--- src/kbd_defines.svh ---
`ifndef KBD_DEFINES_SVH
`define KBD_DEFINES_SVH

// Bytes seen on the PS/2 side
`define PS2_BAT_OK       8'hAA // Self-test passed
`define PS2_ACK          8'hFA
`define PS2_SET_LED      8'hED
`define PS2_RESET        8'hFF
`define PS2_BREAK        8'hF0 // Release prefix, F1 matches too
`define PS2_EXTEND       8'hE0 // Extended prefix, E1 matches too
`define SCAN_CAPSLOCK    8'h58

// Commands from the Mac
`define MAC_CMD_INQUIRY  8'h10
`define MAC_CMD_INSTANT  8'h14
`define MAC_CMD_MODEL    8'h16
`define MAC_CMD_TEST     8'h36

// Replies to the Mac
`define MAC_REPLY_TEST   8'h7D
`define MAC_REPLY_MODEL  8'h03
`define MAC_REPLY_KEYPAD 8'h79 // First byte of a keypad key
`define MAC_REPLY_NULL   8'h7B // No key

// Reply pacing, in sysclk cycles after a command
`define PACE_BITS        12
`define PACE_SHORT       63   // Earliest reply
`define PACE_LONG        4095 // Inquiry gives up, counter all ones

`endif
--- src/kbd_pkg.sv ---
`include "kbd_defines.svh"

package kbd_pkg;

	typedef logic [7:0] scan_byte_t; // PS/2 byte, in or out

	typedef logic [7:0] mac_byte_t; // Mac command or reply

	// [8] keypad, [7] key up, [6:0] Mac key code
	typedef logic [8:0] mac_code_t;

	typedef enum logic [1:0] {
		INIT, // Wait for self-test byte
		LED1, // Wait for ack of set-LED
		LED2, // Wait for ack of LED byte
		WAIT  // Keyboard up, scan codes flow
	} ps2k_state_t;

	typedef logic [`PACE_BITS-1:0] pace_count_t;

endpackage

--- src/ps2_mac_kbd.sv ---
`timescale 1ns/1ns

module ps2_mac_kbd (
	input  logic       sysclk,
	input  logic       reset,
	input  logic       rx_strobe,
	input  logic [7:0] rx_byte,
	input  logic       rx_timeout,
	output logic       tx_req,
	output logic [7:0] tx_byte,
	input  logic       mac_cmd_strobe,
	input  logic [7:0] mac_cmd,
	output logic       mac_reply_strobe,
	output logic [7:0] mac_reply,
	output logic       capslock
);

	logic               kbd_ready;
	logic               key_event;
	kbd_pkg::mac_code_t key_code;
	logic               tick_short;
	logic               tick_long;

	ps2_init_fsm i_init_fsm (
		.sysclk     (sysclk),
		.reset      (reset),
		.rx_strobe  (rx_strobe),
		.rx_byte    (rx_byte),
		.rx_timeout (rx_timeout),
		.capslock   (capslock),
		.kbd_ready  (kbd_ready),
		.tx_req     (tx_req),
		.tx_byte    (tx_byte)
	);

	scan_decoder i_scan_decoder (
		.sysclk    (sysclk),
		.reset     (reset),
		.rx_strobe (rx_strobe),
		.rx_byte   (rx_byte),
		.kbd_ready (kbd_ready),
		.key_event (key_event),
		.key_code  (key_code),
		.capslock  (capslock)
	);

	pace_timer i_pace_timer (
		.sysclk     (sysclk),
		.reset      (reset),
		.restart    (mac_cmd_strobe), // Every command restarts pacing
		.tick_short (tick_short),
		.tick_long  (tick_long)
	);

	mac_reply i_mac_reply (
		.sysclk           (sysclk),
		.reset            (reset),
		.mac_cmd_strobe   (mac_cmd_strobe),
		.mac_cmd          (mac_cmd),
		.key_event        (key_event),
		.key_code         (key_code),
		.tick_short       (tick_short),
		.tick_long        (tick_long),
		.mac_reply_strobe (mac_reply_strobe),
		.mac_reply        (mac_reply)
	);

endmodule

--- src/mac_reply.sv ---
`timescale 1ns/1ns
`include "kbd_defines.svh"

module mac_reply (
	input  logic               sysclk,
	input  logic               reset,
	input  logic               mac_cmd_strobe,
	input  kbd_pkg::mac_byte_t mac_cmd,
	input  logic               key_event,
	input  kbd_pkg::mac_code_t key_code,
	input  logic               tick_short,
	input  logic               tick_long,
	output logic               mac_reply_strobe,
	output kbd_pkg::mac_byte_t mac_reply
);

	logic               cmd_inquiry;
	logic               cmd_instant;
	logic               cmd_model;
	logic               cmd_test;
	logic               inquiry_active;
	logic               key_pending;
	logic               keypad_byte2;
	logic               pop_key;
	kbd_pkg::mac_code_t key_slot;

	// Latch the last command, unknown bytes leave no flag set
	always_ff @(posedge sysclk or posedge reset) begin
		if (reset) begin
			cmd_inquiry <= 1'b0;
			cmd_instant <= 1'b0;
			cmd_model <= 1'b0;
			cmd_test <= 1'b0;
		end else if (mac_cmd_strobe) begin
			cmd_inquiry <= (mac_cmd == `MAC_CMD_INQUIRY);
			cmd_instant <= (mac_cmd == `MAC_CMD_INSTANT);
			cmd_model <= (mac_cmd == `MAC_CMD_MODEL);
			cmd_test <= (mac_cmd == `MAC_CMD_TEST);
		end
	end

	// Inquiry waits for a key or the long tick
	always_ff @(posedge sysclk or posedge reset) begin
		if (reset)
			inquiry_active <= 1'b0;
		else if (mac_cmd_strobe || mac_reply_strobe)
			inquiry_active <= 1'b0;
		else if (tick_short)
			inquiry_active <= cmd_inquiry;
	end

	assign pop_key = (cmd_instant && tick_short) ||
		(inquiry_active && (tick_long || key_pending));

	assign mac_reply_strobe = ((cmd_model || cmd_test) && tick_short) || pop_key;

	// Keypad keys take two pops, the slot stays full after the first
	always_ff @(posedge sysclk or posedge reset) begin
		if (reset) begin
			key_pending <= 1'b0;
			keypad_byte2 <= 1'b0;
		end else if (pop_key && key_pending) begin
			if (key_slot[8] && !keypad_byte2) begin
				keypad_byte2 <= 1'b1;
			end else begin
				key_pending <= 1'b0;
				keypad_byte2 <= 1'b0;
			end
		end else if (key_event && !key_pending) begin
			key_pending <= 1'b1;
		end
	end

	always_ff @(posedge sysclk) begin
		if (key_event && !key_pending)
			key_slot <= key_code; // Keys arriving on a full slot are dropped
	end

	always_comb begin
		if (cmd_test)
			mac_reply = `MAC_REPLY_TEST;
		else if (cmd_model)
			mac_reply = `MAC_REPLY_MODEL;
		else if (key_pending && key_slot[8] && !keypad_byte2)
			mac_reply = `MAC_REPLY_KEYPAD;
		else if (key_pending)
			mac_reply = key_slot[7:0];
		else
			mac_reply = `MAC_REPLY_NULL;
	end

	a_byte2_needs_key: assert property (@(posedge sysclk) disable iff (reset)
		keypad_byte2 |-> key_pending);

endmodule

--- src/scan_decoder.sv ---
`timescale 1ns/1ns
`include "kbd_defines.svh"

module scan_decoder (
	input  logic                sysclk,
	input  logic                reset,
	input  logic                rx_strobe,
	input  kbd_pkg::scan_byte_t rx_byte,
	input  logic                kbd_ready,
	output logic                key_event,
	output kbd_pkg::mac_code_t  key_code,
	output logic                capslock
);

	logic               got_byte;
	logic               is_break;
	logic               is_extend;
	logic               ignore_caps;
	logic               keybreak;
	logic               extended;
	kbd_pkg::mac_code_t table_code;

	assign got_byte = kbd_ready && rx_strobe;
	assign is_break = ({rx_byte[7:1], 1'b0} == `PS2_BREAK); // F0 or F1
	assign is_extend = ({rx_byte[7:1], 1'b0} == `PS2_EXTEND); // E0 or E1
	// Mac caps key latches, so a second press while on is not reported
	assign ignore_caps = !extended && rx_byte == `SCAN_CAPSLOCK && capslock;

	always_ff @(posedge sysclk or posedge reset) begin
		if (reset) begin
			keybreak <= 1'b0;
			extended <= 1'b0;
			capslock <= 1'b0;
		end else if (got_byte) begin
			if (is_break) begin
				keybreak <= 1'b1;
			end else if (is_extend) begin
				extended <= 1'b1;
			end else begin
				keybreak <= 1'b0;
				extended <= 1'b0;
				if (rx_byte == `SCAN_CAPSLOCK && !keybreak)
					capslock <= ~capslock; // Toggle on press only
			end
		end
	end

	assign key_event = got_byte && !is_break && !is_extend && !ignore_caps;

	// Scan Code Set 2, Mac codes already shifted left with bit 0 set
	always_comb begin
		case ({extended, rx_byte})
			9'h00d: table_code = 9'h061; // Tab
			9'h00e: table_code = 9'h065; // Backtick
			9'h011: table_code = 9'h06f; // Left alt as command
			9'h012: table_code = 9'h071; // Left shift
			9'h015: table_code = 9'h019; // Q
			9'h016: table_code = 9'h025; // 1
			9'h01a: table_code = 9'h00d; // Z
			9'h01b: table_code = 9'h003; // S
			9'h01c: table_code = 9'h001; // A
			9'h01d: table_code = 9'h01b; // W
			9'h01e: table_code = 9'h027; // 2
			9'h021: table_code = 9'h011; // C
			9'h022: table_code = 9'h00f; // X
			9'h023: table_code = 9'h005; // D
			9'h024: table_code = 9'h01d; // E
			9'h025: table_code = 9'h02b; // 4
			9'h026: table_code = 9'h029; // 3
			9'h029: table_code = 9'h063; // Space
			9'h02a: table_code = 9'h013; // V
			9'h02b: table_code = 9'h007; // F
			9'h02c: table_code = 9'h023; // T
			9'h02d: table_code = 9'h01f; // R
			9'h02e: table_code = 9'h02f; // 5
			9'h031: table_code = 9'h05b; // N
			9'h032: table_code = 9'h017; // B
			9'h033: table_code = 9'h009; // H
			9'h034: table_code = 9'h00b; // G
			9'h035: table_code = 9'h021; // Y
			9'h036: table_code = 9'h02d; // 6
			9'h03a: table_code = 9'h05d; // M
			9'h03b: table_code = 9'h04d; // J
			9'h03c: table_code = 9'h041; // U
			9'h03d: table_code = 9'h035; // 7
			9'h03e: table_code = 9'h039; // 8
			9'h041: table_code = 9'h057; // Comma
			9'h042: table_code = 9'h051; // K
			9'h043: table_code = 9'h045; // I
			9'h044: table_code = 9'h03f; // O
			9'h045: table_code = 9'h03b; // 0
			9'h046: table_code = 9'h033; // 9
			9'h049: table_code = 9'h05f; // Period
			9'h04a: table_code = 9'h059; // Slash
			9'h04b: table_code = 9'h04b; // L
			9'h04c: table_code = 9'h053; // Semicolon
			9'h04d: table_code = 9'h047; // P
			9'h04e: table_code = 9'h037; // Minus
			9'h052: table_code = 9'h04f; // Quote
			9'h054: table_code = 9'h043; // Left bracket
			9'h055: table_code = 9'h031; // Equals
			9'h058: table_code = 9'h073; // Caps lock
			9'h059: table_code = 9'h071; // Right shift
			9'h05a: table_code = 9'h049; // Enter
			9'h05b: table_code = 9'h03d; // Right bracket
			9'h05d: table_code = 9'h055; // Backslash
			9'h066: table_code = 9'h067; // Backspace
			9'h069: table_code = 9'h127; // KP 1
			9'h06b: table_code = 9'h12d; // KP 4
			9'h06c: table_code = 9'h133; // KP 7
			9'h070: table_code = 9'h125; // KP 0
			9'h071: table_code = 9'h103; // KP point
			9'h072: table_code = 9'h129; // KP 2
			9'h073: table_code = 9'h12f; // KP 5
			9'h074: table_code = 9'h131; // KP 6
			9'h075: table_code = 9'h137; // KP 8
			9'h079: table_code = 9'h10d; // KP plus
			9'h07a: table_code = 9'h12b; // KP 3
			9'h07b: table_code = 9'h11d; // KP minus
			9'h07c: table_code = 9'h105; // KP star
			9'h07d: table_code = 9'h139; // KP 9
			9'h111: table_code = 9'h06f; // Right alt as command
			9'h11f: table_code = 9'h075; // Windows key as option
			9'h14a: table_code = 9'h11b; // KP slash
			9'h15a: table_code = 9'h119; // KP enter
			9'h16b: table_code = 9'h10d; // Left arrow
			9'h172: table_code = 9'h111; // Down arrow
			9'h174: table_code = 9'h105; // Right arrow
			9'h175: table_code = 9'h10b; // Up arrow
			default: table_code = {1'b0, `MAC_REPLY_NULL};
		endcase
	end

	assign key_code = {table_code[8], keybreak, table_code[6:0]}; // Bit 7 is key up

	a_event_on_strobe: assert property (@(posedge sysclk) disable iff (reset)
		key_event |-> rx_strobe);

endmodule

--- src/pace_timer.sv ---
`timescale 1ns/1ns
`include "kbd_defines.svh"

module pace_timer (
	input  logic sysclk,
	input  logic reset,
	input  logic restart,
	output logic tick_short,
	output logic tick_long
);

	kbd_pkg::pace_count_t count;

	// Restarts on every Mac command, saturates at the long limit
	always_ff @(posedge sysclk or posedge reset) begin
		if (reset)
			count <= '0;
		else if (restart)
			count <= '0;
		else if (!tick_long)
			count <= count + 1'b1;
	end

	assign tick_short = (count == kbd_pkg::pace_count_t'(`PACE_SHORT)); // Single cycle
	assign tick_long = (count == kbd_pkg::pace_count_t'(`PACE_LONG)); // Level while held

	a_ticks_apart: assert property (@(posedge sysclk) disable iff (reset)
		!(tick_short && tick_long));

endmodule

--- src/ps2_init_fsm.sv ---
`timescale 1ns/1ns
`include "kbd_defines.svh"

module ps2_init_fsm (
	input  logic                sysclk,
	input  logic                reset,
	input  logic                rx_strobe,
	input  kbd_pkg::scan_byte_t rx_byte,
	input  logic                rx_timeout,
	input  logic                capslock,
	output logic                kbd_ready,
	output logic                tx_req,
	output kbd_pkg::scan_byte_t tx_byte
);

	kbd_pkg::ps2k_state_t state;
	kbd_pkg::ps2k_state_t next;
	logic                 nreq;
	kbd_pkg::scan_byte_t  nbyte;

	// Next state and the byte to send, only on a strobe or a timeout
	always_comb begin
		next = state;
		nreq = 1'b0;
		nbyte = `PS2_RESET;
		if (rx_strobe || rx_timeout) begin
			case (state)
				kbd_pkg::INIT: begin
					if (rx_strobe && rx_byte == `PS2_BAT_OK) begin
						nreq = 1'b1;
						nbyte = `PS2_SET_LED;
						next = kbd_pkg::LED1;
					end else if (!rx_strobe || rx_byte != `PS2_ACK) begin
						nreq = 1'b1; // Stray ack is ignored
					end
				end
				kbd_pkg::LED1: begin
					nreq = 1'b1;
					if (rx_strobe && rx_byte == `PS2_ACK) begin
						nbyte = {5'b00000, capslock, 1'b1, 1'b0};
						next = kbd_pkg::LED2;
					end else begin
						next = kbd_pkg::INIT;
					end
				end
				kbd_pkg::LED2: begin
					if (rx_strobe && rx_byte == `PS2_ACK) begin
						next = kbd_pkg::WAIT;
					end else begin
						nreq = 1'b1;
						next = kbd_pkg::INIT;
					end
				end
				kbd_pkg::WAIT: next = kbd_pkg::WAIT; // Scan codes go to the decoder
			endcase
		end
	end

	always_ff @(posedge sysclk or posedge reset) begin
		if (reset) begin
			state <= kbd_pkg::INIT;
			tx_req <= 1'b0;
		end else begin
			state <= next;
			tx_req <= nreq;
		end
	end

	always_ff @(posedge sysclk) begin
		tx_byte <= nbyte; // Qualified by tx_req
	end

	assign kbd_ready = (state == kbd_pkg::WAIT);

	// Byte layer never delivers events on back-to-back cycles
	a_req_single: assert property (@(posedge sysclk) disable iff (reset)
		tx_req |=> !tx_req);

	a_wait_sticky: assert property (@(posedge sysclk) disable iff (reset)
		state == kbd_pkg::WAIT |=> state == kbd_pkg::WAIT);

endmodule

--- config.mk ---
export PLATFORM = sky130hd
export DESIGN_NAME = ps2_mac_kbd
export DESIGN_NICKNAME = d
export VERILOG_FILES = /design/src/kbd_pkg.sv /design/src/ps2_mac_kbd.sv /design/src/mac_reply.sv /design/src/scan_decoder.sv /design/src/pace_timer.sv /design/src/ps2_init_fsm.sv
export VERILOG_INCLUDE_DIRS = /design/src
export SDC_FILE = /design/constraint.sdc
export NUM_CORES = 1
export LEC_CHECK = 0
export BUFFER_PORTS_ARGS = -buffer_cell sky130_fd_sc_hd__buf_4
export CORE_MARGIN = 5
export CORE_UTILIZATION = 40
export CTS_CLUSTER_DIAMETER = 150
export DETAILED_ROUTE_END_ITERATION = 10
export SLEW_MARGIN = 20
export SYNTH_ARGS = -nofsm -noshare
export SYNTH_HDL_FRONTEND = slang
export SYNTH_SLANG_ARGS = --single-unit
--- constraint.sdc ---
create_clock -name sysclk -period 2.12 [get_ports sysclk]
set_input_delay 0.212 -clock sysclk [delete_from_list [all_inputs] [get_ports sysclk]]
set_output_delay 0.212 -clock sysclk [all_outputs]
set_load 0.05 [all_outputs]
=== Word level (Yosys, flattened, before mapping) ===
Index checks and enable logic that the tools add are counted.

* Memory bits (writable): 0
* Latch bits: 0
* Bits in registers: 42
* Input port bits: 21
* Memories kept: 0
* ROM bits: 0
* Output and inout bits: 19
* Word-level logic and storage cells: 187

* Reduce and logical (&&, ||, !) cells: 44
* Multiply operators: 0
* Magnitude comparators: 0
* Bitwise operators: 3
* Equal/unequal tests: 96
* Add/subtract/negate cells: 1
* Divide/modulo/power cells: 0
* Muxes and demuxes: 28
* Shifts and indexed selects: 0

{| class="wikitable"
|+ Operators with widths
! operator !! count
|-
| 9-bit one-hot mux with 73 select lines || 1
|-
| 9-bit by 7-bit == test with 1-bit output (second input constant) || 35
|-
| 9-bit by 6-bit == test with 1-bit output (second input constant) || 23
|-
| 9-bit by 5-bit == test with 1-bit output (second input constant) || 9
|-
| 9-bit == test (second input constant) || 8
|-
| 8-bit 2-to-1 mux || 5
|-
| 8-bit by 5-bit == test with 1-bit output (second input constant) || 3
|-
| 12-bit 2-to-1 mux || 2
|-
| 9-bit by 4-bit == test with 1-bit output (second input constant) || 2
|-
| 1-bit logical AND || 17
|-
| 8-bit == test (second input constant) || 2
|-
| 8-bit one-hot mux with 2 select lines || 1
|-
| 7-bit == test (second input constant) || 2
|-
| 1-bit 2-to-1 mux || 13
|-
| 12-bit by 1-bit adder with 12-bit output (second input constant) || 1
|-
| 12-bit == test (second input constant) || 1
|-
| 12-bit by 6-bit == test with 1-bit output (second input constant) || 1
|-
| 8-bit by 6-bit == test with 1-bit output (second input constant) || 1
|-
| 8-bit by 7-bit == test with 1-bit output (second input constant) || 1
|-
| 1-bit logical NOT || 8
|-
| 8-bit != test (second input constant) || 1
|-
| 2-bit one-hot mux with 4 select lines || 1
|-
| 2-bit AND reduction || 4
|-
| 2-bit OR reduction || 4
|-
| 12 further kinds || 26
|}

=== Logic depth before layout (Yosys ltp) ===
Gate-level depths: netlist (run 1).

* Depth after elaboration: 8
* Gate-level depth with buffers: 10
* Gate-level depth less buffers: 8

=== By module ===
From an unflattened synthesis (run 1), not the netlist that was laid out.

* Cells, all modules: 455
* Area, all modules: 3,527.1 um^2

{| class="wikitable"
|+ Modules (own cells, without submodules)
! module !! times used !! area an instance (um^2) !! cells each !! sequential area each (um^2)
|-
| scan_decoder || 1 || 1,702.9 || 277 || 75.1
|-
| mac_reply || 1 || 735.7 || 67 || 445.4
|-
| pace_timer || 1 || 729.4 || 73 || 300.3
|-
| ps2_init_fsm || 1 || 359.1 || 38 || 155.1
|}

=== Worst setup path after synthesis (run 1) ===
Ideal clock, no wire load.

* Kind: reg-to-reg
* From: register i_pace_timer.count[0]
* To: register i_mac_reply.inquiry_active
* Setup time: 0.188 ns
* Stages on the path, launching flop included: 7
* Clock period less this slack: 2.372 ns
* Required time: 1.932 ns
* Path buffers: 0
* Path slack: -0.252 ns
* Arrival time: 2.184 ns
* Cell sequence: dfrtp_1 > ha_1 > nand2_1 > nor2_1 > nand3_1 > o21ai_0 > nor3_1

* Longest elaborated chain between the ends: 7
* Elaborated cells on any way between the ends: 11
* Classes of those cells: 2 x eq/ne; 1 x mux; 8 x reduce/logical

{| class="wikitable"
|+ RTL lines
! item !! line !! source
|-
| start, declared || pace_timer.sv:12 || <nowiki>kbd_pkg::pace_count_t count;</nowiki>
|-
| start signal, assigned || pace_timer.sv:21 || <nowiki>count <= count + 1'b1;</nowiki>
|-
| 12-bit == test || pace_timer.sv:25 || <nowiki>assign tick_long = (count == kbd_pkg::pace_count_t'(`PACE_LONG));</nowiki>
|-
| 1-bit logical OR || mac_reply.sv:53 || <nowiki>(inquiry_active && (tick_long || key_pending));</nowiki>
|-
| 1-bit logical AND || mac_reply.sv:53 ||
|-
| 1-bit logical OR || mac_reply.sv:52 || <nowiki>assign pop_key = (cmd_instant && tick_short) ||</nowiki>
|-
| 1-bit logical OR * || mac_reply.sv:55 || <nowiki>assign mac_reply_strobe = ((cmd_model || cmd_test) && tick_short) || pop_key;</nowiki>
|-
| named net mac_reply_strobe || ps2_mac_kbd.sv:13 || <nowiki>output logic mac_reply_strobe,</nowiki>
|-
| 1-bit logical OR * || mac_reply.sv:46 || <nowiki>else if (mac_cmd_strobe || mac_reply_strobe)</nowiki>
|-
| 1-bit 2-to-1 mux / 2-bit nonzero test (equally long branches) || - ||
|-
| end signal, assigned || mac_reply.sv:49 || <nowiki>inquiry_active <= cmd_inquiry;</nowiki>
|-
| end, declared || mac_reply.sv:21 || <nowiki>logic inquiry_active;</nowiki>
|}

Mark *: on every way through the listed nets, which the timed path passes. The rest lies on a longest branch.
A chain may end at the register's enable or synchronous reset.

=== Worst setup path in the final report (run 1) ===
* From: register i_scan_decoder.extended
* To: register i_mac_reply.key_slot[5] (data pin)

* Longest elaborated chain between the ends: 3
* Elaborated cells on any way between the ends: 82
* Classes of those cells: 77 x eq/ne; 1 x mux; 4 x reduce/logical

{| class="wikitable"
|+ RTL lines
! item !! line !! source
|-
| start, declared || scan_decoder.sv:20 || <nowiki>logic extended;</nowiki>
|-
| start signal, assigned || scan_decoder.sv:32 || <nowiki>extended <= 1'b0;</nowiki>
|-
| start signal, assigned || scan_decoder.sv:38 || <nowiki>extended <= 1'b1;</nowiki>
|-
| start signal, assigned || scan_decoder.sv:41 || <nowiki>extended <= 1'b0;</nowiki>
|-
| 9-bit by 7-bit == test with 1-bit output (tied with other cells) || scan_decoder.sv:52 || <nowiki>case ({extended, rx_byte})</nowiki>
|-
| 2-bit OR reduction (no line) || - ||
|-
| 9-bit one-hot mux with 73 select lines * || scan_decoder.sv:52 ||
|-
| named net i_mac_reply.key_code[5] || mac_reply.sv:10 || <nowiki>input kbd_pkg::mac_code_t key_code,</nowiki>
|-
| end signal, assigned || mac_reply.sv:76 || <nowiki>key_slot <= key_code;</nowiki>
|-
| end, declared || mac_reply.sv:25 || <nowiki>kbd_pkg::mac_code_t key_slot;</nowiki>
|}

Marked as above.

==> qor.csv, run 1 <==
metric,value,unit
status,"finished, violations left",
failing checks,setup timing,
H-tree depth,2,
Gate Count Post-Synth,448,
die height,101,µm
Post-synth top cells,"nor2_1 (53), nand2_1 (48), nand3_1 (32)",
FMAX,462,MHz
GPL Wtd Cong,1.08,
Row Count,33,
1st-pass router iterations,5,
HPWL Detailed,10100,µm
pre-CTS setup slack,-0.113,ns
Mapped Nets,470,
number of I/O pins,40,
Skew-Pair Late Insertion Delay,0.29,ns
die width,101,µm
Multi-input gate area,2280,µm²
n_diodes,0,
number of enable flip-flop cells after synthesis,8,
Final ANT Viol Nets,0,
max_cap viols,0,
initial antenna violation count,0,
#FFs+latches synth,37,
Post-synth ARST share,67.6,%
"Distinct cells, synth",70,
Hold WS,0.132,ns
crit start category,flip-flop,
fin nets,579,
CP arrival,2.19,ns
Synth area leaders,"dfrtp_1 (19%), edfxtp_1 (7.2%), nor2_1 (6.0%)",
stages on the worst setup path,7,
"Clk pin slew, worst setup/hold paths",0.08,ns
# setup viols final,5,
WHS Path Cells,2,
Lkg Pwr,0.00199,µW
reg-to-reg setup timing slack,-0.04,ns
Synth top area share,18.7,%
initial core utilization,40.8,%
Crit path buffers/inverters,1,
synthesized area per cell,7.45,µm²
skew final,0.00817,ns
largest net degree at the start of global routing,26,
Final Hold Fails,0,
Filler Cell Count,758,
Final Slew Violations,0,
RSZ-0062 raised after global routing,yes,
measured slew at the worst slew-check pin,0.548,ns
clk buf depth,2,
CP peak stage delay,0.47,ns
"Top FF cell, synth",dfrtp_1,
most numerous cell in the Yosys netlist,nor2_1,
drt via density,5.94,
Clock Sinks,37,
# port buffers,38,
layout cells sized above 1,32.1,%
Area Overhead vs Synth,38.9,%
CP top delay family,compound AO/OA/AOI/OAI gates,
Root Buffer,clkbuf_8,
vias in the first global route,3796,
TritonCTS clock tree,yes,
Post-Synthesis Cell Area,3340,µm²
R2R cell count,7,
"Core Util, Final",56.7,%
number of DRC markers in iteration 0,451,
sequential cell area,947,µm²
WP data required,2.14,ns
Synth area leader,dfrtp_1,
total length of routed wires,12700,µm
first-pass GRT wire length,19900,µm
grt total ovfl,0,
Relative slew margins,63.4,%
VDD IR max,0.000245,V
Synth warnings,0,
setup ws final,-0.0426,ns
Setup crit end kind,flip-flop,
CP max FO,8,
core area,8180,µm²
sequential-to-total area share from yosys stat,28.3,%
"critical path, cell by cell","or3_4, buf_4, a211oi_1, a221oi_1, o211a_1, nand4_4, nand3b_1",
minimum clock period after layout,2.16,ns
die area,10300,µm²
Routed WL per cell,19.2,µm
"Slowest-stage cell, CP",dfrtp_2,
Global Route Usage Sum,24.8,%
Hold WC Path Type,in -> reg,
pwr/cell area,408,nW/µm²
Residual DRC,0,
CTS Buf Count,5,
via count,3941,
crit share post-route,102,%
critical path class,reg -> reg,
worst reg2reg max path: stages (launching register included):
cell	delay, ns
dfrtp_2	0.47
or3_4	0.37
buf_4	0.15
a211oi_1	0.37
a221oi_1	0.09
o211a_1	0.21
nand4_4	0.14
nand3b_1	0.08
metal layers:
layer  global-route usage (%)  up-vias  share of wire [%]
met5                        0        -                  0
met4                     11.6        0                4.9
met3                     4.75       56                7.0
met2                     39.8      216                 46
met1                     32.3     1813                 42
li1                         -     1856                  -
layout by cell type, fill, tap and decap left out, types with 3 or more instances in the layout:
master / netlist / routed
nor4b_2: 2 / 3
a22oi_1: 4 / 3
o32ai_1: 4 / 3
dfrtp_1: 25 / 24
nor3_1: 17 / 16
nand4_1: 17 / 17
xnor2_1: 5 / 5
or3_1: 6 / 5
nor3_4: 1 / 3
o211ai_1: 9 / 9
xor2_1: 12 / 12
nand2b_1: 11 / 11
nand2_1: 48 / 48
buf_6: 1 / 3
nor3b_1: 3 / 3
nor2_1: 53 / 50
nand3_2: 1 / 3
dfxtp_1: 4 / 4
clkbuf_8: 0 / 6
buf_4: 8 / 130
nand3b_1: 4 / 4
nand3_1: 32 / 30
a211oi_1: 5 / 5
a31oi_1: 6 / 6
o22ai_1: 7 / 5
nor2_2: 1 / 3
inv_1: 15 / 15
nor2b_1: 13 / 13
o31ai_1: 3 / 3
and3_1: 7 / 7
o21ai_0: 23 / 20
a21oi_1: 17 / 16
nor4_1: 7 / 5
edfxtp_1: 8 / 8
buf_12: 0 / 4
final cells by class:
cell class	instances	share of cell area (%)
Clock buffer	6	1.78
Multi-Input combinational cell	360	49.2
Timing Repair Buffer	138	23.7
Inverter	15	1.21
Tap cell	105	2.83
Sequential cell	37	20.4
Clock inverter	2	0.809
worst paths after layout:
path | start | endpoint
max | i_scan_decoder.extended | i_mac_reply.key_slot[5]
min | mac_cmd[2] | i_mac_reply.cmd_inquiry
max reg2reg | i_scan_decoder.extended | i_mac_reply.key_slot[5]
min reg2reg | i_mac_reply.cmd_inquiry | i_mac_reply.cmd_inquiry
max in group asynchronous | reset | i_scan_decoder.extended
min in group asynchronous | reset | i_pace_timer.count[2]
registers in the layout (all words and copies together), names as in the netlist:
name,cells
i_init_fsm.state,2
i_init_fsm.tx_byte,4
i_init_fsm.tx_req,1
i_mac_reply.cmd_inquiry,1
i_mac_reply.cmd_instant,1
i_mac_reply.cmd_model,1
i_mac_reply.cmd_test,1
i_mac_reply.inquiry_active,1
i_mac_reply.key_pending,1
i_mac_reply.key_slot,8
i_mac_reply.keypad_byte2,1
i_pace_timer.count,12
i_scan_decoder.capslock,1
i_scan_decoder.extended,1
i_scan_decoder.keybreak,1
power breakdown:
part	internal [µW]	leakage (µW)	total (µW)	switching, µW
registers	738	0.000443	746	8.03
logic	217	0.00149	516	299
clock network	382	0.0000574	633	251
total	1340	0.00199	1890	558
per-stage QoR:
step	power, µW	setup TNS (ns)	cell area (µm²)	std cells
after floorplan	1020	0	3340	448
after global placement	1240	-0.497	4320	650
after detailed placement	1240	-0.583	4320	650
after CTS	1890	0	4500	661
after global routing	1980	-0.401	4640	663
final	1890	-0.202	4640	663
cells by family after synthesis:
group                    synth area share (%)
buffers and inverters                    7.61
multiplexers                            0.599
AND/OR/NAND/NOR                          39.2
adder cells (fa/ha/maj)                 0.375
XOR/XNOR                                 4.46
other                                   0.112
AO/OA/AOI/OAI                            19.4
flip-flops                               28.3
timing repair:
action / CTS / global route
hold endpoints to repair: 25 / 0
hold buffers: 1 / 0
pin swaps: 1 / 3
setup endpoints to repair: 6 / 7
gates resized for setup: 7 / 26
setup buffers: 2 / 2
(Power assumes the default switching activity.)
==> inputs of run 2 (changes only) <==
==> constraint.sdc (replaced) <==
create_clock -name sysclk -period 2.12 [get_ports sysclk]
set_input_delay 0.318 -clock sysclk [delete_from_list [all_inputs] [get_ports sysclk]]
set_output_delay 0.318 -clock sysclk [all_outputs]
set_load 0.05 [all_outputs]
==> qor.csv, run 2 (same netlist as run 1, synthesis figures left out) <==
metric,value,unit
status,"finished, violations left",
failing checks,setup timing,
number of DRC markers in iteration 0,338,
1st-pass router iterations,5,
met3 Use GR,4.13,%
CTS Buf Count,5,
Root Buffer,clkbuf_8,
Psw,595,µW
core area,8180,µm²
met1 GRT Util,34.6,%
crit share post-route,103,%
Global Route Usage Sum,25.8,%
"Core Util, Final",60.3,%
fin nets,616,
pre-CTS setup slack,-0.186,ns
Logic pwr share,28.8,%
die height,101,µm
VDD IR max,0.000216,V
CP arrival,1.86,ns
cts hold-fix bufs,0,
H-tree depth,2,
Final ANT Viol Nets,0,
Int Pwr,1330,µW
RSZ-0062 raised after global routing,yes,
# setup viols final,5,
Final Slew Violations,0,
Row Count,33,
Skew-Pair Late Insertion Delay,0.30,ns
clk buf depth,2,
Largest register FFs,12,
pwr/cell area,391,nW/µm²
total length of routed wires,13600,µm
"commonest non-fill, non-tap cell in the layout",buf_4,
Finished Layout Cells,700,
skew final,0.0140,ns
Final Hold Fails,0,
switching share of power,30.8,%
GPL Wtd Cong,1.11,
DP Cell Count,679,
critical path class,reg -> out,
initial core utilization,40.8,%
max_cap viols,0,
FMAX,458,MHz
R2R cell count,7,
Lkg Pwr,0.00217,µW
HPWL Detailed,10500,µm
Seq pwr share,38.7,%
layout cells sized above 1,38.2,%
largest registers,"i_pace_timer.count (12), i_mac_reply.key_slot (8), i_init_fsm.tx_byte (4)",
largest net degree at the start of global routing,26,
Filler Cell Count,747,
final instance area,4930,µm²
die area,10300,µm²
grt peak-use layer,met2,
number of I/O pins,40,
Largest Register,i_pace_timer.count,
"commonest non-fill, non-tap cells in the layout","buf_4 (169), nor2_1 (49), nand2_1 (44)",
WP data required,1.80,ns
Residual DRC,0,
DP Area,4510,µm²
grt total ovfl,0,
Multi-input gate area,2340,µm²
n_diodes,0,
Worst R2R End,i_mac_reply.key_slot[1],
Hold WC Path Type,in -> async,
Hold WS,0.0621,ns
Routed WL per cell,19.4,µm
vias in the first global route,3932,
GR Util met2,41.0,%
setup ws final,-0.0611,ns
CP max FO,3,
reg-to-reg setup timing slack,-0.03,ns
Setup crit end kind,primary output,
via count,4109,
die width,101,µm
Clock Sinks,37,
crit start category,flip-flop,
Critical R2R Launch,i_scan_decoder.extended,
sequential cell area,947,µm²
Area Overhead vs Synth,47.6,%
drt via density,5.87,
Clock power frac,32.4,%
# port buffers,38,
minimum clock period after layout,2.18,ns
TritonCTS clock tree,yes,
first-pass GRT wire length,20700,µm
initial antenna violation count,0,
"Clk pin slew, worst setup/hold paths",0.09,ns
run 2: cell count changes in the layout (fill, tap and decap cells not counted), moves of 2 or more:
cell / change
buf_6: +2
nand2_1: -4
nand2_2: +3
buf_12: -3
buf_4: +39
nor3_1: -3
nor3_2: +2
run 2: worst max-delay path, stage by stage, from the launching register on:
cell and delay (ns):
dfrtp_1 0.41, ha_4 0.17, nand2_4 0.06, nor4_4 0.34, nand3_2 0.14, inv_1 0.08, o21ai_1 0.06, o21ai_1 0.13
buf_6 0.19
run 2: metrics by stage:
stage / power (µW) / TNS [ns]
after floorplan: 1020 / 0
after detailed placement: 1270 / -0.791
after CTS: 1890 / -0.00852
after global placement: 1270 / -1.04
after global routing: 2010 / -0.500
final: 1930 / -0.108
run 2: power groups by stage:
stage / Combinational, µW / Sequential [µW] / Clock, µW
after floorplan: 255 / 762 / 0
after global placement: 508 / 761 / 0
after detailed placement: 504 / 762 / 0
after CTS: 514 / 746 / 632
after global routing: 591 / 749 / 669
final: 556 / 747 / 625
run 2: metal layers:
metal	wire, µm	vias up
li1	-	1931
met1	5910	1961
met2	6210	177
met3	887	40
met4	600	0
met5	0	-
run 2: worst max-delay path by stage:
stage / slack, ns / start / endpoint
finish: -0.06 / i_pace_timer.count[0] / mac_reply_strobe
global route: -0.18 / i_pace_timer.count[1] / mac_reply_strobe
CTS: -0.009 / i_scan_decoder.extended / i_mac_reply.key_slot[1]
detailed placement: -0.19 / rx_byte[0] / i_mac_reply.key_slot[1]
global placement: -0.22 / rx_byte[0] / i_mac_reply.key_slot[1]
floorplan: 0.01 / i_mac_reply.keypad_byte2 / mac_reply[3]
run 2: timing repair:
action,CTS,global route
hold endpoints to repair,0,0
pin swaps,2,13
setup buffers,3,10
cloned,0,0
resized for setup,12,34
setup endpoints to repair,6,6
run 2: area by class of cell:
class	instances	area share, %
flip-flops and latches	37	19.2
well taps	105	2.66
repair buffers	175	27.3
clock inverters	3	0.914
multi-input cells	360	47.4
clock buffers	5	1.40
inverters	15	1.14
